File: src/logic/ringBusPkg.sv
package ringBusPkg;

	// ring message field widths
	localparam int ringAddrWidth = 32;
	localparam int ringSeqWidth = 16;
	localparam int ringOpmWidth = 16;
	localparam int ringOpcodeWidth = 8;

	// one ring data tile
	localparam int tileWidth = 128;

	// opm low byte
	// requests sit in the upper half, responses carry 2'b01 in bits 7:6
	typedef enum logic [ringOpcodeWidth-1:0] {
		IDLE = 8'h00,
		LDX = 8'h93,
		STX = 8'h97,
		PFX = 8'h9B,
		SPX = 8'h9F,
		OKLD = 8'h60,
		OKST = 8'h61
	} ringOpcode;

endpackage

File: src/logic/ringResponseStage.sv
`timescale 1ns/100ps

module ringResponseStage (
	input logic clock,
	input logic reset,
	input logic respond,
	input logic [ringBusPkg::tileWidth-1:0] responseData,
	input logic [ringBusPkg::ringSeqWidth-1:0] stageSeq,
	input logic [ringBusPkg::ringOpmWidth-1:0] stageOpm,
	input logic [ringBusPkg::ringAddrWidth-1:0] stageAddr,
	input logic [ringBusPkg::tileWidth-1:0] stageData,
	output logic [ringBusPkg::ringSeqWidth-1:0] ringSeqOut,
	output logic [ringBusPkg::ringOpmWidth-1:0] ringOpmOut,
	output logic [ringBusPkg::ringAddrWidth-1:0] ringAddrOut,
	output logic [ringBusPkg::tileWidth-1:0] ringDataOut
);
	logic stageIsStore;
	logic [ringBusPkg::ringOpcodeWidth-1:0] okCode;

	assign stageIsStore = stageOpm[7:0] == ringBusPkg::STX;
	assign okCode = stageIsStore ? ringBusPkg::OKST : ringBusPkg::OKLD;

	always_ff @(posedge clock)
	begin
		if (reset)
			ringOpmOut <= {{(ringBusPkg::ringOpmWidth - 8){1'b0}}, ringBusPkg::IDLE};
		else if (respond)
			ringOpmOut <= {stageOpm[ringBusPkg::ringOpmWidth-1:8], okCode};
		else
			ringOpmOut <= stageOpm;
	end

	// seq and address always pass, data only swaps on a load response
	always_ff @(posedge clock)
	begin
		ringSeqOut <= stageSeq;
		ringAddrOut <= stageAddr;
		if (respond && !stageIsStore)
			ringDataOut <= responseData;
		else
			ringDataOut <= stageData;
	end

endmodule

File: config.mk
export PLATFORM = sky130hd
export DESIGN_NAME = ringResponseStage
export DESIGN_NICKNAME = d
export VERILOG_FILES = /design/src/logic/ringBusPkg.sv /design/src/logic/ringResponseStage.sv
export SDC_FILE = /design/constraint.sdc
export NUM_CORES = 1
export LEC_CHECK = 0
export ABC_AREA = 0
export BUFFER_PORTS_ARGS = -buffer_cell sky130_fd_sc_hd__buf_2
export CELL_PAD_IN_SITES_DETAIL_PLACEMENT = 0
export CELL_PAD_IN_SITES_GLOBAL_PLACEMENT = 1
export CORE_AREA = 2 2 202 204
export DETAILED_ROUTE_END_ITERATION = 16
export DIE_AREA = 0 0 204 206
export HOLD_SLACK_MARGIN = 0.08
export PLACE_DENSITY = 0.57
export SYNTH_ARGS = -nofsm -noshare
export SYNTH_HDL_FRONTEND = slang
export SYNTH_SLANG_ARGS = --single-unit
export TNS_END_PERCENT = 50
File: constraint.sdc
create_clock -name clock -period 1.3 [get_ports clock]
set_input_delay 0.26 -clock clock [delete_from_list [all_inputs] [get_ports clock]]
set_output_delay 0.26 -clock clock [all_outputs]
set_load 0.02 [all_outputs]
==> results of run 1 <==
through the flow:
stage / hold slack (ns) / worst slack [ns] / instances / area [um2]
floorplan: 0.288 / -0.103 / 360 / 6130
global placement: 0.363 / -0.342 / 1424 / 9390
detailed placement: 0.364 / -0.370 / 1424 / 9390
kinds of logic after synthesis:
| logic type | Yosys count |
|---|---|
| AO/OA/AOI/OAI | 2 |
| multiplexers | 128 |
| buffers and inverters | 16 |
| flip-flops | 192 |
| AND/OR/NAND/NOR | 22 |
synth_stat cells:
master | number | share of area (%)
inv_1 | 1 | 0.061
and2_1 | 5 | 0.51
mux2_1 | 1 | 0.18
o21ai_4 | 1 | 0.27
dfxtp_1 | 192 | 63
nor2_1 | 5 | 0.31
o31ai_1 | 1 | 0.12
buf_6 | 1 | 0.18
nor2b_1 | 9 | 0.92
mux2_2 | 27 | 5.0
nand4b_4 | 1 | 0.39
nand2b_1 | 1 | 0.10
clkbuf_1 | 1 | 0.061
mux2_4 | 100 | 25
nand4bb_4 | 1 | 0.45
buf_12 | 13 | 4.2
==> impl_metrics.toml, run 1 <==
[logic_synthesis]
syn_area_um2 = 6130
avgSynthCellArea_um2 = 17.0
syn_nets = 683
yosys_warnings = 0
synth_compound_area_share_pct = 0.388
synthAdderAreaFrac_pct = 0
yosys.area_share.simple_pct = 2.68
ys_types = 16
syn-instance-count = 360
ys_ff_latch = 192
synth_xor_xnor_area_share_pct = 0
yosysSeqAreaShare_pct = 62.7
synth_top_family_by_area = "multiplexers"
synth_mux_area_share_pct = 29.7

[die]
initial_core_util_pct = 15.2
io_pins = 515
rows = 74
fp.dieW_um = 204
die_y_um = 206

[outcome]
error = "[ERROR RSZ-0060] Max buffer count reached."
status = "stopped before the end"
lastStage = "clock tree synthesis (4_1_cts)"

[clocking]
cts_resized = 13
numCtsBuffers = 17
cts_setup_buffers = 0
cts_max_level = 4
cts_hold_buf = 292
cts.sinks = 192
cts_root_buf = "clkbuf_16"
clockBufferDepth = 2

[placement]
dp_hpwl_um = 16500
place.port_buffers = 514
gp_routability_congestion = 0.739
==> run 2, diff against run 1 <==
- CELL_PAD_IN_SITES_DETAIL_PLACEMENT: 0 -> default
- CELL_PAD_IN_SITES_GLOBAL_PLACEMENT: 1 -> default
- CORE_AREA: 2 2 202 204 -> 2 2 201 203
- DIE_AREA: 0 0 204 206 -> 0 0 203 205
- HOLD_SLACK_MARGIN: 0.08 -> default
- PLACE_DENSITY: 0.57 -> default
- PLACE_DENSITY_LB_ADDON: default -> 0.15
- clock period: 1.3 -> 1.7 ns (I/O delays scaled with it)
==> impl_metrics.toml, run 2 <==
[outcome]
status = "completed"

[cells_and_area]
nets = 1267
mostFrequentLayoutCell = "buf_2"
area_growth_pct = 68.9
largestRegisters = "ringDataOut: 128 flops, ringAddrOut: 32 flops"
finish.utilization_pct = 26.3
n_antenna_cell = 0
layout_common_cells = "514 x buf_2, 192 x dfxtp_1, 100 x mux2_4, 48 x dlygate4sd3_1, 27 x mux2_2"
largest_register_ffs = 128
regMostFlops = "ringDataOut"
layout-drive-gt1-share_pct = 72.4
instances_no_fill = 1482

[die]
die_y_um = 205
rows = 73
coreArea_um2 = 39400
initial_core_util_pct = 15.6
io_pins = 515
fp.dieW_um = 203
dieArea_um2 = 41600

[logic_synthesis]
yosys_warnings = 0
syn-instance-count = 360
synth_compound_area_share_pct = 0.388
yosys-top-cells-count = "192 x dfxtp_1, 100 x mux2_4, 27 x mux2_2"
synth_mux_area_share_pct = 29.7
synthAdderAreaFrac_pct = 0
syn_area_um2 = 6130
synth-edff-count = 0
yosys.area_share.simple_pct = 2.68
avgSynthCellArea_um2 = 17.0
synth_top_family_by_area = "multiplexers"
async_flop_share_pct = 0
synth_most_common_cell = "dfxtp_1"
synth_area_leader_cell = "dfxtp_1"
ys_ff_latch = 192
synth_top_area_share_pct = 62.7
ys_types = 16
yosysSeqAreaShare_pct = 62.7
synth_flop_cell = "dfxtp_1"
synth_area_leaders = "dfxtp_1 63%, mux2_4 25%, mux2_2 5.0%"
synth_xor_xnor_area_share_pct = 0
syn_nets = 683

[route]
vias = 4915
ant_nets = 0
wl_per_cell_um = 14.3
dr.pass1.iters = 4
totalWireLength_um = 21200
post-route-drc-count = 0
via_per_inst = 3.32
dr.first_iter.drc_count = 96

[setup_path]
critPathMaxFanout = 1
crit_path_max_incr_delay_ns = 0.35
worstPathRequired_ns = 1.36
crit_family = "flip-flops"
start_kind = "flip-flop"
arrival_ns = 1.00
end_kind = "output pin"
crit_type = "reg -> out"
critPathSlowestCell = "dfxtp_1"
crit_chain = "buf_2"
crit_buf_inv = 1

[grt]
gr-usage-all-layers_pct = 9.67
grt_max_degree = 21
grt_pass1_wl_um = 29000
first_global_vias = 5021
grt_overflow = 0
antenna_found_initial = 0

[placement]
dp_hpwl_um = 17200
dp.cells = 1402
gp_routability_congestion = 0.710
place.port_buffers = 514

[sta]
worst_pin_slew_ns = 0.256
hold_violations = 0
setup_viol = 0
max_freq_mhz = 748
min_period_over_period_pct = 78.6
max_slew_margin_pct = 82.9
grt_setup_unrepaired = "false"
fin_setup_tns_ns = 0
whs_ns = 0.0895
finalCriticalPeriod_ns = 1.34
slew_viol_final = 0

[clocking]
cts_max_level = 4
cts_tree = "done"
cts_resized = 0
clkTransAtPathRegs_ns = 0.07
numCtsBuffers = 17
cts_root_buf = "clkbuf_16"
cts_hold_buf = 48
cts.sinks = 192
cts_setup_buffers = 0
clockBufferDepth = 2

[power]
ir_drop_mv = 0.673
leakagePower_nw = 5.26
power_density_nw_per_um2 = 1030

[worst_hold_path]
hold_class = "in -> reg"

[run]
drv_cap = 0
## run 2: logic make-up (layout without fill, tap and decap cells)
kind of cell | count (synthesis) | after routing
multiplexers | 128 | 128
buffers and inverters | 16 | 613
AND/OR/NAND/NOR | 22 | 22
AO/OA/AOI/OAI | 2 | 2
flip-flops | 192 | 192
## run 2: power by group
part | total, W | internal (W) | switching [W] | leakage [nW]
clock | 0.00402 | 0.00213 | 0.00188 | 0.280
sequential | 0.00490 | 0.00482 | 0.0000774 | 1.62
combinational | 0.00178 | 0.000928 | 0.000854 | 3.36
## run 2: layout make-up
type / count / area (um2)
clock buffer: 20 / 457
inverter: 1 / 3.75
fill: 4166 / 29000
sequential: 192 / 3840
multi-input combinational: 152 / 2000
tap: 525 / 657
clock inverter: 12 / 123
timing repair buffer: 580 / 3260
## run 2: per-stage QoR
| step | total power [W] | instance area, um2 | setup WS [ns] |
|---|---|---|---|
| 6_report | 0.0107 | 10400 | 0.363 |
| 5_1_grt | 0.0112 | 10400 | 0.289 |
| 2_1_floorplan | 0.00595 | 6130 | 0.217 |
| 3_3_place_gp | 0.00673 | 9290 | -0.0804 |
| 4_1_cts | 0.0109 | 10400 | 0.291 |
| 3_5_place_dp | 0.00672 | 9290 | -0.0717 |
## run 2: final timing paths
kind,start,endpoint,slack (ns),depth (start not counted)
max,ringDataOut[72]$_DFF_P_,ringDataOut[72],0.36,1
min,responseData[105],ringDataOut[105]$_DFF_P_,0.09,2
## run 2: per-layer routing
metal	share of wire [%]	track usage, %	up-vias
met5	0	0	-
met2	55	18.2	274
met1	34	8.82	2241
met3	10	4.93	17
met4	1.6	3.70	0
li1	-	-	2383
(Power assumes the default switching activity.)
==> run 3, diff against run 2 <==
- ABC_AREA: 0 -> 1
- CORE_AREA: 2 2 201 203 -> 2 2 199 201
- DIE_AREA: 0 0 203 205 -> 0 0 201 203
- clock period: 1.7 -> 1.4 ns (I/O delays scaled with it)
==> impl_metrics.toml, run 3 <==
[outcome]
status = "completed"

[power]
leakagePower_nw = 6.33
p_comb_share_pct = 18.2
p_sw_w = 0.00380
power_density_nw_per_um2 = 1140
swShare_pct = 28.0
pwr-share-clk_pct = 38.1
p_int_w = 0.00980
sequentialPowerShare_pct = 43.7
ir_drop_mv = 0.834
finalPower_w = 0.0136

[route]
post-route-drc-count = 0
dr.first_iter.drc_count = 206
ant_nets = 0
wl_per_cell_um = 14.2
dr.pass1.iters = 7
via_per_inst = 3.68
vias = 7089
totalWireLength_um = 27400

[worst_hold_path]
min_path_cells = 3
hold_end = "ringDataOut[67]$_DFF_P_"
hold_start = "stageData[67]"
hold_class = "in -> reg"

[cells_and_area]
layout-drive-gt1-share_pct = 42.0
regMostFlops = "ringDataOut"
mostFrequentLayoutCell = "buf_2"
instances_no_fill = 1927
area_growth_pct = 105
layout_common_cells = "513 x buf_2, 260 x nand2_1, 202 x dlygate4sd3_1, 192 x dfxtp_1, 128 x nand3_1"
seq_area_um2 = 3840
multi_input_area_um2 = 1720
nets = 1718
largest_register_ffs = 128
largestRegisters = "ringDataOut: 128 flops, ringAddrOut: 32 flops"
n_fill_cell = 4156

[logic_synthesis]
yosysSeqAreaShare_pct = 65.9
avgSynthCellArea_um2 = 8.80
synth_area_leaders = "dfxtp_1 66%, nand2_1 17%, nand3_1 11%"
ys_ff_latch = 192
ys_types = 11
synth_flop_cell = "dfxtp_1"
yosys_warnings = 0
yosys-top-cells-count = "263 x nand2_1, 192 x dfxtp_1, 128 x nand3_1"
synth-edff-count = 0
synth_top_area_share_pct = 65.9
async_flop_share_pct = 0
syn-instance-count = 663
syn_nets = 986
synth_area_leader_cell = "dfxtp_1"
synth_most_common_cell = "nand2_1"
syn_area_um2 = 5830

[die]
dieArea_um2 = 40800
io_pins = 515
rows = 72
fp.dieW_um = 201
coreArea_um2 = 38500
initial_core_util_pct = 15.2
die_y_um = 203

[sta]
whs_ns = 0.0364
slew_viol_final = 0
hold_violations = 0
worst_pin_slew_ns = 0.237
grt_setup_unrepaired = "true"
min_period_over_period_pct = 98.4
setup_viol = 0
finalCriticalPeriod_ns = 1.38
fin_ws_ns = 0.0225
max_slew_margin_pct = 84.2
max_freq_mhz = 726

[clocking]
cts_tree = "done"
numCtsBuffers = 17
cts_root_buf = "clkbuf_16"
clockBufferDepth = 2
cts_max_level = 4
cts.sinks = 192
clkTransAtPathRegs_ns = 0.07

[setup_path]
critPathMaxFanout = 41
end_kind = "flip-flop"
crit_chain = "dlygate4sd3_1 > buf_2 > nand2_1 > nor2_2 > nand2_4 > buf_12 > buf_12 > nand3_1 > nand2_1"
worstPathRequired_ns = 1.74
crit_type = "in -> reg"
start_kind = "primary input"
critPathSlowestCell = "dlygate4sd3_1"
arrival_ns = 1.72
crit_path_max_incr_delay_ns = 0.52

[placement]
gp_routability_congestion = 0.796
place.port_buffers = 514
dp_hpwl_um = 20400
dp.cells = 1691
pre_cts_slack_ns = -0.0531

[grt]
antenna_found_initial = 3
first_global_vias = 7441
gr-usage-all-layers_pct = 13.2
grt_max_degree = 42
grt_overflow = 0
grt_pass1_wl_um = 41100

[run]
drv_cap = 0
[run 3: cell count changes in the layout (fill, tap and decap cells not counted), sizes merged, moves of 3 or more]
cell,change
dlygate4sd3,+154
inv,+18
a21oi,+3
mux2,-128
nor2,+10
and2,-5
buf,+23
nand3,+128
clkinv,-3
nand2,+263
nor2b,-9
[run 3: worst max-delay path by stage]
stage / startpoint / to
floorplan: stageOpm[5] / ringDataOut[106]$_DFF_P_
global placement: stageOpm[3] / ringDataOut[80]$_DFF_P_
detailed placement: stageOpm[3] / ringDataOut[94]$_DFF_P_
CTS: ringAddrOut[28]$_DFF_P_ / ringAddrOut[28]
global route: stageOpm[7] / ringDataOut[27]$_DFF_P_
finish: stageOpm[7] / ringDataOut[72]$_DFF_P_
[run 3: timing repair]
action | CTS | global route
setup endpoints to repair | 0 | 97
setup buffers | 0 | 1
hold endpoints to repair | 175 | 0
resized for setup | 0 | 6
hold buffers | 202 | 0
[run 3: worst max-delay path: cells and delay by family]
kind / cells / cell delay, ns
buffers and inverters: 4 / 1.00
and+or+nand+nor: 5 / 0.39
[run 3: metrics by stage]
stage | setup TNS [ns] | instance area, um2 | utilization [%]
5_1_grt | -0.0910 | 12000 | 31.1
2_1_floorplan | 0 | 5830 | -
6_report | 0 | 12000 | 31.1
3_5_place_dp | -1.90 | 9310 | 24.2
4_1_cts | 0 | 11900 | 31.0
3_3_place_gp | -1.96 | 9310 | 24.2
[run 3: power groups by stage]
| stage | combinational (W) | clock [W] | sequential, W |
|---|---|---|---|
| floorplan | 0.000410 | 0 | 0.00659 |
| global placement | 0.00205 | 0 | 0.00608 |
| detailed placement | 0.00204 | 0 | 0.00608 |
| CTS | 0.00250 | 0.00542 | 0.00595 |
| global route | 0.00268 | 0.00560 | 0.00598 |
| finish | 0.00247 | 0.00519 | 0.00595 |
[run 3: cell type report]
type	count	area share (%)
Timing Repair Buffer	757	42.5
Sequential cell	192	32.1
Multi-Input combinational cell	410	14.4
Tap cell	518	5.41
Clock buffer	18	3.67
Clock inverter	14	1.40
Inverter	17	0.533
Antenna cell	1	0.0209
[run 3: metal layers]
| layer | routed length, um | share of wire, % | vias to the layer above | global-route usage (%) |
|---|---|---|---|---|
| met5 | 47 | 0.17 | - | 0 |
| met4 | 430 | 1.6 | 6 | 4.76 |
| met3 | 2470 | 9.0 | 31 | 5.54 |
| met2 | 13700 | 50 | 322 | 23.2 |
| met1 | 10700 | 39 | 3182 | 14.2 |
| li1 | - | - | 3548 | - |
[run 3: logic make-up after synthesis]
kind of cell,after synthesis,synth area share [%]
and+or+nand+nor,406,28.9
AOI/OAI and AO/OA,4,0.343
buffers and inverters,61,4.91
DFF,192,65.9
==> run 4, diff against run 3 <==
- RECOVER_POWER: default -> 50
- SLEW_MARGIN: default -> 10
==> impl_metrics.toml, run 4 (same netlist as run 3, synthesis figures left out) <==
[outcome]
status = "completed"

[placement]
gp_routability_congestion = 0.796
dp_hpwl_um = 20400
place.port_buffers = 514
dp.cells = 1691
placed_area_um2 = 9310

[worst_hold_path]
hold_class = "in -> reg"

[setup_path]
start_kind = "primary input"
crit_chain = "dlygate4sd3_1 > buf_2 > nand2_1 > nor2_2 > nand2_4 > buf_12 > buf_12 > nand3_1 > nand2_1"
critPathSlowestCell = "dlygate4sd3_1"
arrival_ns = 1.72
crit_type = "in -> reg"
critPathMaxFanout = 41
crit_path_max_incr_delay_ns = 0.52
end_kind = "flip-flop"
worstPathRequired_ns = 1.74

[cells_and_area]
largestRegisters = "ringDataOut: 128 flops, ringAddrOut: 32 flops"
layout-drive-gt1-share_pct = 41.9
largest_register_ffs = 128
layout_common_cells = "512 x buf_2, 260 x nand2_1, 202 x dlygate4sd3_1, 192 x dfxtp_1, 128 x nand3_1"
n_fill_cell = 4155
regMostFlops = "ringDataOut"
finish.utilization_pct = 31.1
area_growth_pct = 105
mostFrequentLayoutCell = "buf_2"
nets = 1718
instances_no_fill = 1927
final_area_um2 = 12000

[clocking]
cts_tree = "done"
cts_max_level = 4
clockBufferDepth = 2
cts_root_buf = "clkbuf_16"
numCtsBuffers = 17
cts.sinks = 192
clkTransAtPathRegs_ns = 0.07

[sta]
grt_setup_unrepaired = "true"
slew_viol_final = 0
worst_pin_slew_ns = 0.488
min_period_over_period_pct = 98.4
setup_viol = 0
finalCriticalPeriod_ns = 1.38
hold_violations = 0
max_freq_mhz = 726
whs_ns = 0.0364
max_slew_margin_pct = 67.5

[grt]
first_global_vias = 7441
grt_overflow = 0
gr-usage-all-layers_pct = 13.2
grt_pass1_wl_um = 41100
antenna_found_initial = 3
grt_max_degree = 42

[route]
ant_nets = 0
dr.pass1.iters = 7
via_per_inst = 3.68
dr.first_iter.drc_count = 206
post-route-drc-count = 0
totalWireLength_um = 27400
wl_per_cell_um = 14.2
vias = 7089

[power]
ir_drop_mv = 0.834
power_density_nw_per_um2 = 1140
leakagePower_nw = 6.33

[die]
fp.dieW_um = 201
rows = 72
initial_core_util_pct = 15.2
io_pins = 515
die_y_um = 203
dieArea_um2 = 40800
coreArea_um2 = 38500

[run]
drv_cap = 0
## run 4: cell types whose count changed in the layout (fill, tap and decap cells not counted)
| cell | delta |
|---|---|
| buf_2 | -1 |
| clkbuf_1 | +1 |
## run 4: worst paths after layout
path / from / to / slack, ns / cells after the start
max: stageOpm[7] / ringDataOut[72]$_DFF_P_ / 0.02 / 9
min: stageData[67] / ringDataOut[67]$_DFF_P_ / 0.04 / 3
## run 4: per-stage QoR
stage          setup slack (ns)  power (W)  TNS, ns
2_1_floorplan             0.322    0.00700        0
3_3_place_gp            -0.0455    0.00813    -1.96
3_5_place_dp            -0.0531    0.00812    -1.90
4_1_cts                  0.0306     0.0139        0
5_1_grt                 -0.0340     0.0143  -0.0910
6_report                 0.0225     0.0136        0
## run 4: timing repair
item	in CTS	in global routing
gates resized for setup	0	6
hold buffers	202	0
setup buffers	0	1
endpoints found under the hold margin	175	0
setup endpoints to repair	0	97
## run 4: layout make-up
class / count / area [um2] / share of cell area (%)
repair buffers: 757 / 5080 / 42.4
flip-flops and latches: 192 / 3840 / 32.1
multi-input cells: 410 / 1720 / 14.4
well taps: 518 / 648 / 5.41
clock buffers: 18 / 439 / 3.67
clock inverters: 14 / 168 / 1.40
inverters: 17 / 63.8 / 0.533
diodes: 1 / 2.50 / 0.0209
## run 4: layer usage
| layer | GRT usage [%] | up-vias | routed length [um] |
|---|---|---|---|
| met3 | 5.54 | 31 | 2470 |
| met4 | 4.76 | 6 | 430 |
| met5 | 0 | - | 47 |
| li1 | - | 3548 | - |
| met2 | 23.2 | 322 | 13700 |
| met1 | 14.2 | 3182 | 10700 |
## run 4: power breakdown
| part | internal [W] | switching, W | leakage (nW) |
|---|---|---|---|
| Clock | 0.00275 | 0.00244 | 0.286 |
| Sequential | 0.00585 | 0.0000953 | 1.62 |
| Combinational | 0.00121 | 0.00127 | 4.43 |
## run 4: critical path, delay by kind of cell
family | cells | cell delay [ns]
simple gates | 5 | 0.39
buf+inv | 4 | 1.00
