$ cat src/logic/ringBusPkg.sv
package ringBusPkg;

	// ring message field widths
	localparam int ringAddrWidth = 32;
	localparam int ringSeqWidth = 16;
	localparam int ringOpmWidth = 16;
	localparam int ringOpcodeWidth = 8;

	// one ring data tile
	localparam int tileWidth = 128;

	// opm low byte
	// requests sit in the upper half, responses carry 2'b01 in bits 7:6
	typedef enum logic [ringOpcodeWidth-1:0] {
		IDLE = 8'h00,
		LDX = 8'h93,
		STX = 8'h97,
		PFX = 8'h9B,
		SPX = 8'h9F,
		OKLD = 8'h60,
		OKST = 8'h61
	} ringOpcode;

endpackage

$ cat src/logic/l2CachePkg.sv
package l2CachePkg;

	// line geometry
	localparam int lineTiles = 4;
	localparam int tileSelBits = $clog2(lineTiles);
	localparam int lineWidth = lineTiles * ringBusPkg::tileWidth;
	localparam int lineOffsetBits = 6;
	localparam int lineAddrWidth = ringBusPkg::ringAddrWidth - lineOffsetBits;

	// direct mapped, so the tag keeps the whole line address
	localparam int tagWidth = lineAddrWidth;
	localparam int indexBits = 8;
	localparam int lineCount = 1 << indexBits;

	// DDR port
	localparam int ddrAddrWidth = 32;
	localparam int ddrOpWidth = 5;
	localparam int ddrStatusWidth = 2;

	typedef enum logic [ddrOpWidth-1:0] {
		DDR_OP_READY = 5'h00,
		DDR_OP_RD_TILE = 5'h11,
		DDR_OP_WR_TILE = 5'h12
	} ddrOp;

	typedef enum logic [ddrStatusWidth-1:0] {
		DDR_ST_READY = 2'b00,
		DDR_ST_OK = 2'b01,
		DDR_ST_HOLD = 2'b10
	} ddrStatus;

	// RAM window, top two bits clear and not the low 16MB
	function automatic logic isCacheable(input logic [ringBusPkg::ringAddrWidth-1:0] addr);
		return (addr[31:30] == 2'b00) && (addr[29:24] != 6'h00);
	endfunction

	// hashed index spreads strided lines over the array
	function automatic logic [indexBits-1:0] lineIndex(input logic [lineAddrWidth-1:0] lineAddr);
		return lineAddr[indexBits-1:0] ^ lineAddr[2*indexBits-1:indexBits];
	endfunction

endpackage

$ cat src/logic/ringRequestDecode.sv
`timescale 1ns/100ps

module ringRequestDecode (
	input logic clock,
	input logic reset,
	input logic [ringBusPkg::ringSeqWidth-1:0] ringSeqIn,
	input logic [ringBusPkg::ringOpmWidth-1:0] ringOpmIn,
	input logic [ringBusPkg::ringAddrWidth-1:0] ringAddrIn,
	input logic [ringBusPkg::tileWidth-1:0] ringDataIn,
	output logic [l2CachePkg::indexBits-1:0] readIndex,
	output logic [ringBusPkg::ringAddrWidth-1:0] reqAddr,
	output logic [ringBusPkg::ringSeqWidth-1:0] reqSeq,
	output logic [ringBusPkg::ringOpmWidth-1:0] reqOpm,
	output logic [ringBusPkg::tileWidth-1:0] reqData,
	output logic reqLoad,
	output logic reqStore,
	output logic reqCacheable
);
	logic [ringBusPkg::ringSeqWidth-1:0] stage1Seq;
	logic [ringBusPkg::ringOpmWidth-1:0] stage1Opm;
	logic [ringBusPkg::ringAddrWidth-1:0] stage1Addr;
	logic [ringBusPkg::tileWidth-1:0] stage1Data;

	// stage 1, raw message
	always_ff @(posedge clock)
	begin
		stage1Seq <= ringSeqIn;
		stage1Opm <= ringOpmIn;
		stage1Addr <= ringAddrIn;
		stage1Data <= ringDataIn;
	end

	// array read lines up with stage 2
	assign readIndex = l2CachePkg::lineIndex(
		stage1Addr[ringBusPkg::ringAddrWidth-1:l2CachePkg::lineOffsetBits]);

	always_ff @(posedge clock)
	begin
		reqAddr <= stage1Addr;
		reqSeq <= stage1Seq;
		reqOpm <= stage1Opm;
		reqData <= stage1Data;
	end

	// prefetch ops are not classified, so they fall through
	always_ff @(posedge clock)
	begin
		if (reset)
		begin
			reqLoad <= 1'b0;
			reqStore <= 1'b0;
			reqCacheable <= 1'b0;
		end
		else
		begin
			reqLoad <= stage1Opm[7:0] == ringBusPkg::LDX;
			reqStore <= stage1Opm[7:0] == ringBusPkg::STX;
			reqCacheable <= l2CachePkg::isCacheable(stage1Addr);
		end
	end

endmodule

$ cat config.mk
export PLATFORM = sky130hd
export DESIGN_NAME = ringRequestDecode
export DESIGN_NICKNAME = d
export VERILOG_FILES = /design/src/logic/ringBusPkg.sv /design/src/logic/l2CachePkg.sv /design/src/logic/ringRequestDecode.sv
export SDC_FILE = /design/constraint.sdc
export NUM_CORES = 1
export LEC_CHECK = 0
export BUFFER_PORTS_ARGS = -buffer_cell sky130_fd_sc_hd__buf_4
export CORE_AREA = 5 5 153 155
export DETAILED_ROUTE_END_ITERATION = 8
export DIE_AREA = 0 0 158 160
export HOLD_SLACK_MARGIN = 0.03
export PLACE_DENSITY = 0.68
export SLEW_MARGIN = 10
export SYNTH_ARGS = -nofsm -noshare
export SYNTH_HDL_FRONTEND = slang
export SYNTH_SLANG_ARGS = --single-unit
$ cat constraint.sdc
create_clock -name clock -period 1.01 [get_ports clock]
set_input_delay 0.101 -clock clock [delete_from_list [all_inputs] [get_ports clock]]
set_output_delay 0.101 -clock clock [all_outputs]
set_load 0.05 [all_outputs]
[Word level (Yosys, flattened, before mapping)]
Cells that the tools add are included.
Cells by class
  add/subtract/negate cells: 0
  multipliers: 0
  div/mod/pow operators: 0
  magnitude comparators: 0
  equal/unequal tests: 2
  shifts and indexed selects: 0
  multiplexer cells: 0
  bitwise gates (word level): 1
  reductions and logical operators: 3
Operators by type and width (number)
  $eq 8x8->1 const B: 2
  $xor 8x8->8: 1
  $reduce_bool 6->1: 1
  $logic_not 2->1: 1
  $logic_and 1x1->1: 1
Word-level totals
  flip-flop bits (word level): 387
  latch bits: 0
  memory bits (writable): 0
  ROM bits: 0
  bits of input ports: 194
  output and inout bits: 203
  word-level logic and storage cells: 17
  memories: 0

[Longest topological paths before layout]
Gate-level depths: netlist of run 1.
  word-level depth: 2
  depth in mapped cells: 2
  mapped depth without buffers: 2

[Worst setup path after synthesis of run 1]
OpenSTA, ideal clock, no wires.
  path kind: reg-to-output
  start: register stage1Addr[6] (netlist bit)
  end: output port readIndex[0] (netlist bit)
  data arrival time: 1.079 ns
  data required time: 0.909 ns
  setup slack: -0.170 ns
  cell stages (with the launch flop): 2
  buffers on the path: 0
  path through: dfxtp_1 xor2_1
Between the ends
  longest elaborated chain between the ends: 1
Ends and longest elaborated chain
  start: declaration: line ringRequestDecode.sv:21  | logic [ringBusPkg::ringAddrWidth-1:0] stage1Addr;
  start signal: assignment: line ringRequestDecode.sv:29  | stage1Addr <= ringAddrIn;
  $xor 8x8->8: line l2CachePkg.sv:39  | return lineAddr[indexBits-1:0] ^ lineAddr[2*indexBits-1:indexBits];
  end: declaration: line ringRequestDecode.sv:10  | output logic [l2CachePkg::indexBits-1:0] readIndex,
Every way passes these cells.

[Worst setup path after layout of run 1]
  start: register stage1Addr[18] (netlist bit)
  end: output port readIndex[4] (netlist bit)
The elaborated chain is that of the path after synthesis.

==> key figures, run 1 <==
Logic synthesis
  • #FFs+latches synth: 387
  • Mapped Nets: about 600
  • Gate count of the mapped netlist: slightly above 400
  • Ys Warns: 0
  • Synthesized area: 7871 um2
  • Unique masters post-synth: 10
  • Seq/Total Area, Yosys: 0.9843
  • Mean post-synth cell area: between 15 and 20 um2

Route
  • M1 WL: 7869 um
  • Post-Route WL: 25,640 um
  • Average wire per standard cell: 19.08 um
  • Uppermost layer routed: met4
  • Met2 Wirelength: 14,830 um
  • Antenna Violating Nets Remaining: 0
  • Vias per Instance: ~4
  • Number of remaining DRC errors: 0
  • First-pass detailed-route iteration total: 4
  • DRT iter0 DRCs: 126
  • Vias: 5,361
  • Wire length on met3: 2303 um

Die
  • Die H: 160 um
  • IO Pins: 397
  • Core Area: 21,690 um2
  • Die Area: between 20,000 and 30,000 um2
  • Initial Utilization: 0.3629
  • Std cell rows: 54
  • Die span in x: approximately 160 um

Setup path
  • CP peak stage delay: 0.36 ns
  • CP max stage cell: dfxtp_2
  • Crit path kind: flip-flop to output pin
  • Beginning of the worst register-to-register path: stage1Opm[6]
  • Flop2flop setup slack: -0.06 ns
  • WP data required: a little over 0.9 ns
  • Worst-path cell chain: xor2_2 -> buf_6
  • CP max FO: 2
  • Worst R2R End: reqStore
  • CP endpoint kind: output pin
  • Worst reg2reg path depth: 2
  • Critical path arrival: 1.24 ns
  • CP Launch Type: flip-flop

Clock tree
  • Root Buffer: clkbuf_16
  • H-tree depth: 2
  • Clk_lat worst skew: about 0.5 ns
  • Clock-pin transition on the worst setup and hold timing paths: about 0.06 ns
  • Clock Sinks: between 300 and 400
  • Clock buffer depth: 3
  • TritonCTS Buffers: 37
  • CTS tree: done

Global routing
  • Grt ovf: 0
  • First-pass GRT wire length: 37,760 um
  • Initial antenna violation count: 2
  • Maximum number of pins on one net before global-route repair: 15
  • Vias in the first global route: 6,327
  • Total track usage: 0.1992

Timing
  • Fin crit share: 1.324
  • Crit path time final: 1.338 ns
  • Finish-stage setup viols: 205
  • Fmax: roughly 750 MHz
  • Final Hold Vio Count: 0
  • Setup Skew: just over 0.01 ns
  • Worst-Margin Slew: between 0.3 and 0.4 ns
  • Slew Limit Fails: 0
  • RSZ-0062 raised after global routing: true
  • Max-Slew Margin vs Limit: 0.7676
  • Worst setup margin: -0.3276 ns

Cells and area
  • Post-layout nets: approximately 1,200
  • Non-filler instance count after layout: ~1,300
  • Final Util: 0.7454
  • Area grow syn2layout: 105.4%
  • Share of cells above drive strength 1: 0.6328
  • Final instance area: 16,170 um2

Min path
  • Hold Path Class: input port to flip-flop
  • Hold path startpoint: ringDataIn[52]
  • Hold endpoint: stage1Data[52]
  • Hold path depth: 2

Status
  • Status: finished, violations left
  • Failing checks: negative setup slack

Placed design
  • IO Port Bufs: about 400
  • Gpl congestion: 0.7887
  • Final HPWL DP: between 10,000 and 15,000 um
  • Placed cell area: roughly 11,000 um2
  • Post-Place Cells: about 1,100

Flow run
  • Max_cap viols: 0

Power
  • PD cells: about 2100 nW/um2
  • Lkg Pwr: ~7 nW
  • Max VDD drop: 1729 uV
-- area by class of cell --
class / count / area [um2]
repair buffers: 590 / 6392
clock buffers: 59 / 1091
multi-input cells: 16 / 200.2
clock inverters: 9 / 101.3
well taps: 280 / 350.3
fillers: 1125 / 5522
flip-flops and latches: 387 / 8023
diodes: 2 / 5.005
inverters: 1 / 3.754
-- logic make-up after synthesis --
| family | after synthesis | synth area share |
|---|---|---|
| buffers and inverters | 1 | 0.0004764 |
| XOR/XNOR | 8 | 0.008902 |
| flip-flops | 387 | 0.9843 |
| AO/OA/AOI/OAI | 1 | 0.0006352 |
| AND/OR/NAND/NOR | 7 | 0.005723 |
-- registers in the layout (all words and copies together) (netlist names) --
name	count
reqData	128
stage1Data	128
reqAddr	32
stage1Addr	32
reqOpm	16
reqSeq	16
stage1Opm	16
stage1Seq	16
reqCacheable	1
reqLoad	1
reqStore	1
-- cells in the final DEF (no fill, tap or decap) --
master         instances
inv_1                  1
buf_4                194
dlygate4sd3_1        193
diode_2                2
buf_8                189
clkbuf_16             39
inv_6                  1
clkinvlp_4             1
xor2_2                 8
clkinv_2               5
dfxtp_4                4
a21oi_1                1
dfxtp_2              208
nor2_1                 1
nor3_4                 1
buf_6                 13
or3_1                  1
nor4_1                 1
buf_12                 1
clkbuf_8               4
clkbuf_1              16
nand4b_1               1
dfxtp_1              175
bufinv_16              2
nor3_2                 1
or4b_4                 1
-- worst max-delay path: cells and delay by family (launching register included) --
family                 cells  cell delay (ns)
XOR/XNOR                   1             0.19
buffers and inverters      1             0.19
flip-flops                 1             0.36
-- cell usage after synthesis --
cell type	n	area, um2
nor4_1	1	6.260
or3_1	1	6.260
dfxtp_1	387	7747
a21oi_1	1	5.000
or4b_1	1	10.01
xor2_1	8	70.07
nor3_1	2	10.01
inv_1	1	3.750
nor2_1	1	3.750
nand4b_1	1	8.760
-- through the flow --
stage / setup WS (ns) / hold WS, ns / power [mW] / TNS (ns)
floorplan: 0.01248 / 0.1287 / 18.22 / 0
global placement: -0.03196 / 0.2052 / 19.58 / -0.04496
detailed placement: -0.01698 / 0.2065 / 19.62 / -0.03088
CTS: -0.3174 / 0.2121 / 34.34 / -19.46
global route: -0.3740 / 0.2205 / 35.60 / -23.42
finish: -0.3276 / 0.2346 / 34.33 / -15.20
-- worst max path at each step --
stage | from | end | slack [ns] | cells after the start
3_5_place_dp | stage1Opm[5] | reqStore | -0.02 | 2
5_1_grt | stage1Addr[18] | readIndex[4] | -0.37 | 2
4_1_cts | stage1Addr[6] | readIndex[0] | -0.32 | 2
2_1_floorplan | stage1Opm[5] | reqLoad | 0.01 | 2
3_3_place_gp | stage1Opm[5] | reqStore | -0.03 | 2
6_report | stage1Addr[18] | readIndex[4] | -0.33 | 2
-- power breakdown --
part	internal, mW	leakage [nW]	switching, mW	total, mW
logic	2.10	3.30	2.13	4.23
registers	16.2	3.27	0.445	16.6
clock network	7.95	0.581	5.51	13.5
total	26.2	7.15	8.09	34.3
-- timing repair --
item / in CTS / in global routing
hold buffers: 193 / 0
buffers inserted: 0 / 1
resized for setup: 597 / 17
hold endpoints to repair: 195 / 0
pin swaps: 3 / 5
setup endpoints to repair: 205 / 205
-- routing by layer --
layer / vias up / global-route usage
met4: 0 / 0.06282
met5: - / 0
met1: 2529 / 0.1878
met3: 48 / 0.06793
met2: 265 / 0.3932
li1: 2519 / -
(Power assumes the default switching activity.)
==> run 2, diff against run 1 <==
--- a/config.mk
+++ b/config.mk
@@ -5,12 +5,16 @@
 export SDC_FILE = /design/constraint.sdc
 export NUM_CORES = 1
 export LEC_CHECK = 0
+export ABC_AREA = 1
 export BUFFER_PORTS_ARGS = -buffer_cell sky130_fd_sc_hd__buf_4
-export CORE_AREA = 5 5 153 155
+export CAP_MARGIN = 30
+export CELL_PAD_IN_SITES_DETAIL_PLACEMENT = 1
+export CELL_PAD_IN_SITES_GLOBAL_PLACEMENT = 2
+export CORE_MARGIN = 5
+export CORE_UTILIZATION = 26
 export DETAILED_ROUTE_END_ITERATION = 8
-export DIE_AREA = 0 0 158 160
 export HOLD_SLACK_MARGIN = 0.03
-export PLACE_DENSITY = 0.68
+export PLACE_DENSITY_LB_ADDON = 0.1
 export SLEW_MARGIN = 10
 export SYNTH_ARGS = -nofsm -noshare
 export SYNTH_HDL_FRONTEND = slang
==> run 2 against run 1 <==
Register-to-register slack better by 0.35 ns. Critical path depth unchanged. Flip-flop and latch count did not move. First-iteration DRC count fell by 33%. Global-route usage decreased by 6.3 points. Die area grew 34%. Largest power group unchanged. Final cell count up 8.9%. Fmax increased by 0.98%. Synthesized cell count rose by 2.0%. The run still ends with negative setup slack left. Largest cell class unchanged. Combinational power about the same. Clock power grew 9%. Critical endpoint is now readIndex[1].
==> key figures, run 2 <==
Logic synthesis
  • Post-synth top flop: dfxtp_1 (unchanged)
  • Synthesized area: 7893 um2 (was 7871 um2)
  • Top-count cell post-synth: dfxtp_1 (unchanged)
  • Top cells by count, synth: dfxtp_1, xor2_1, nor2_1 (was dfxtp_1, xor2_1, nor3_1)
  • Gate count of the mapped netlist: 412 (was 404)
  • Unique masters post-synth: 9 (was 10)
  • Fraction of registers with async set or reset after synthesis: 0 (unchanged)
  • Mean post-synth cell area: 19.16 um2 (was 19.48 um2)
  • Top post-synthesis cells by area: dfxtp_1, xor2_1, nor2_1 (was dfxtp_1, xor2_1, nor3_1)
  • Seq/Total Area, Yosys: 0.9816 (was 0.9843)
  • #FFs+latches synth: 387 (unchanged)
  • Mapped Nets: 606 (was 598)
  • Yosys top cell area share: 0.9816 (was 0.9843)
  • Number of synthesized flops with an enable pin: 0 (unchanged)
  • Yosys top cell by area: dfxtp_1 (unchanged)
  • Ys Warns: 0 (unchanged)

Cells and area
  • Share of cells above drive strength 1: 0.6362 (was 0.6328)
  • Most common cell after layout, fill and taps aside: dfxtp_2 (unchanged)
  • Post-layout nets: 1,237 (was 1,227)
  • Area grow syn2layout: 108.5% (was 105.4%)
  • Most frequent cells in the layout: dfxtp_2, dlygate4sd3_1, buf_4, buf_8, dfxtp_1 (was dfxtp_2, buf_4, dlygate4sd3_1, buf_8, dfxtp_1)
  • Non-filler instance count after layout: 1,464 (was 1,344)
  • Biggest regs: reqData: 128 flops, stage1Data: 128 flops (unchanged)

Timing
  • Fmax: 754.9 MHz (was 747.6 MHz)
  • Finish-stage setup viols: 203 (was 205)
  • Worst setup margin: -0.3147 ns (was -0.3276 ns)
  • Worst-Margin Slew: 0.1638 ns (was 0.3454 ns)
  • Setup Skew: 0.01580 ns (was 0.01024 ns)
  • Fin crit share: 1.312 (was 1.324)
  • Final Hold Vio Count: 0 (unchanged)
  • Max-Slew Margin vs Limit: 0.8899 (was 0.7676)
  • RSZ-0062 raised after global routing: true (unchanged)
  • Slew Limit Fails: 0 (unchanged)
  • Crit path time final: 1.325 ns (was 1.338 ns)

Die
  • Die span in x: 184.2 um (was 158 um)
  • Std cell rows: 63 (was 54)
  • Die Area: 33,940 um2 (was 25,280 um2)
  • Initial Utilization: 0.2649 (was 0.3629)
  • Die H: 184.2 um (was 160 um)
  • IO Pins: 397 (unchanged)
  • Core Area: 29,800 um2 (was 21,690 um2)

Route
  • DRT iter0 DRCs: 84 (was 126)
  • Vias: 5,308 (was 5,361)
  • Post-Route WL: 23,900 um (was 25,640 um)
  • Average wire per standard cell: 16.33 um (was 19.08 um)
  • Vias per Instance: 3.626 (was 3.989)
  • First-pass detailed-route iteration total: 4 (unchanged)
  • Number of remaining DRC errors: 0 (unchanged)
  • Antenna Violating Nets Remaining: 0 (unchanged)

Setup path
  • Worst-path cell chain: xor2_2 -> buf_6 (unchanged)
  • CP peak stage delay: 0.35 ns (was 0.36 ns)
  • Critical path arrival: 1.22 ns (was 1.24 ns)
  • CP max FO: 2 (unchanged)
  • Crit path kind: flip-flop to output pin (unchanged)
  • CP endpoint kind: output pin (unchanged)
  • WP data required: 0.91 ns (about the same)
  • CP max stage cell: dfxtp_2 (unchanged)
  • CP Launch Type: flip-flop (unchanged)

Placed design
  • IO Port Bufs: 396 (unchanged)
  • Gpl congestion: 0.7560 (was 0.7887)
  • Post-Place Cells: 1,198 (was 1,080)
  • Final HPWL DP: 16,030 um (was 14,040 um)
  • Setup WS pre-CTS: 0.1810 ns (was -0.01698 ns)

Flow run
  • Max_cap viols: 0 (unchanged)

Global routing
  • Total track usage: 0.1361 (was 0.1992)
  • Most Crowded Layer GR: met2 (unchanged)
  • Met2 usage: 0.2594 (was 0.3932)
  • First-pass GRT wire length: 35,460 um (was 37,760 um)
  • GRT met1 Usage: 0.1267 (was 0.1878)
  • Maximum number of pins on one net before global-route repair: 15 (unchanged)
  • Grt ovf: 0 (unchanged)
  • Vias in the first global route: 6,317 (was 6,327)
  • Initial antenna violation count: 2 (unchanged)
  • Global Route met3 Usage: 0.06454 (was 0.06793)

Clock tree
  • Root Buffer: clkbuf_16 (unchanged)
  • Clock Sinks: 387 (unchanged)
  • Clk_lat worst skew: 0.51 ns (was 0.50 ns)
  • Clock buffer depth: 3 (unchanged)
  • TritonCTS Buffers: 40 (was 37)
  • Clock-pin transition on the worst setup and hold timing paths: 0.06 ns (about the same)
  • CTS tree: done (unchanged)
  • H-tree depth: 2 (unchanged)

Status
  • Failing checks: negative setup slack (unchanged)
  • Status: finished, violations left (unchanged)

Power
  • Max VDD drop: 1232 uV (was 1729 uV)
  • Total power: 35.51 mW (was 34.33 mW)
  • Lkg Pwr: 7.254 nW (was 7.147 nW)
  • PD cells: 2158 nW/um2 (was 2123 nW/um2)

Min path
  • Hold Path Class: input port to flip-flop (unchanged)
[run 2: path summary, 6_finish.rpt]
kind                   from        endpoint  slack, ns  depth (start not counted)
max          stage1Addr[15]    readIndex[1]      -0.31                          2
max reg2reg    stage1Opm[4]        reqStore       0.29                          4
min          ringDataIn[34]  stage1Data[34]       0.23                          2
min reg2reg  stage1Data[37]     reqData[37]       0.31                          0
[run 2: cells by family (layout without fill, tap and decap cells)]
| family | after synthesis | after routing | share of synthesized area |
|---|---|---|---|
| XOR/XNOR | 8 | 8 | 0.008878 |
| other | 0 | 2 | 0 |
| AND/OR/NAND/NOR | 14 | 14 | 0.008085 |
| buffers and inverters | 3 | 663 | 0.001427 |
| flip-flops | 387 | 387 | 0.9816 |
[run 2: layout make-up]
class | count | area, um2
Inverter | 3 | 11.26
Clock buffer | 59 | 1224
Timing Repair Buffer | 589 | 6380
Clock inverter | 12 | 142.6
Multi-Input combinational cell | 22 | 193.9
Tap cell | 390 | 488.0
Sequential cell | 387 | 8011
Antenna cell | 2 | 5.005
Fill cell | 2784 | 13340
[run 2: worst max-delay path, delay by kind of cell (launching register included)]
family	cells	cell delay [ns]
xor gates and xnor gates	1	0.18
DFF	1	0.35
buffers and inverters	1	0.18
[run 2: what timing repair did]
item / CTS / global route
pin swaps: 5 / 1
endpoints found under the hold margin: 195 / 0
resized for setup: 597 / 7
setup buffers: 0 / 0
setup endpoints to repair: 203 / 203
hold buffers: 193 / 0
[run 2: per-layer routing]
layer  share of wire  up-vias
met4           0.025        0
met3            0.11       43
met1            0.31     2473
li1                -     2532
met5               0        -
met2            0.55      260
[run 2: metrics by stage]
step                      utilization  setup TNS, ns  hold WS (ns)  area [um2]
final                          0.5523         -14.79        0.2332       16460
after global routing           0.5523         -24.85        0.2067       16460
after CTS                      0.5512         -21.44        0.2059       16420
after detailed placement       0.3831              0        0.2065       11410
after global placement         0.3831              0        0.2058       11410
after floorplan                     -              0        0.1287        7953
[run 2: report_power, final]
part	internal (mW)	leakage [nW]	switching [mW]
logic	2.10	3.30	2.10
registers	16.2	3.27	0.402
clock network	9.14	0.683	5.58
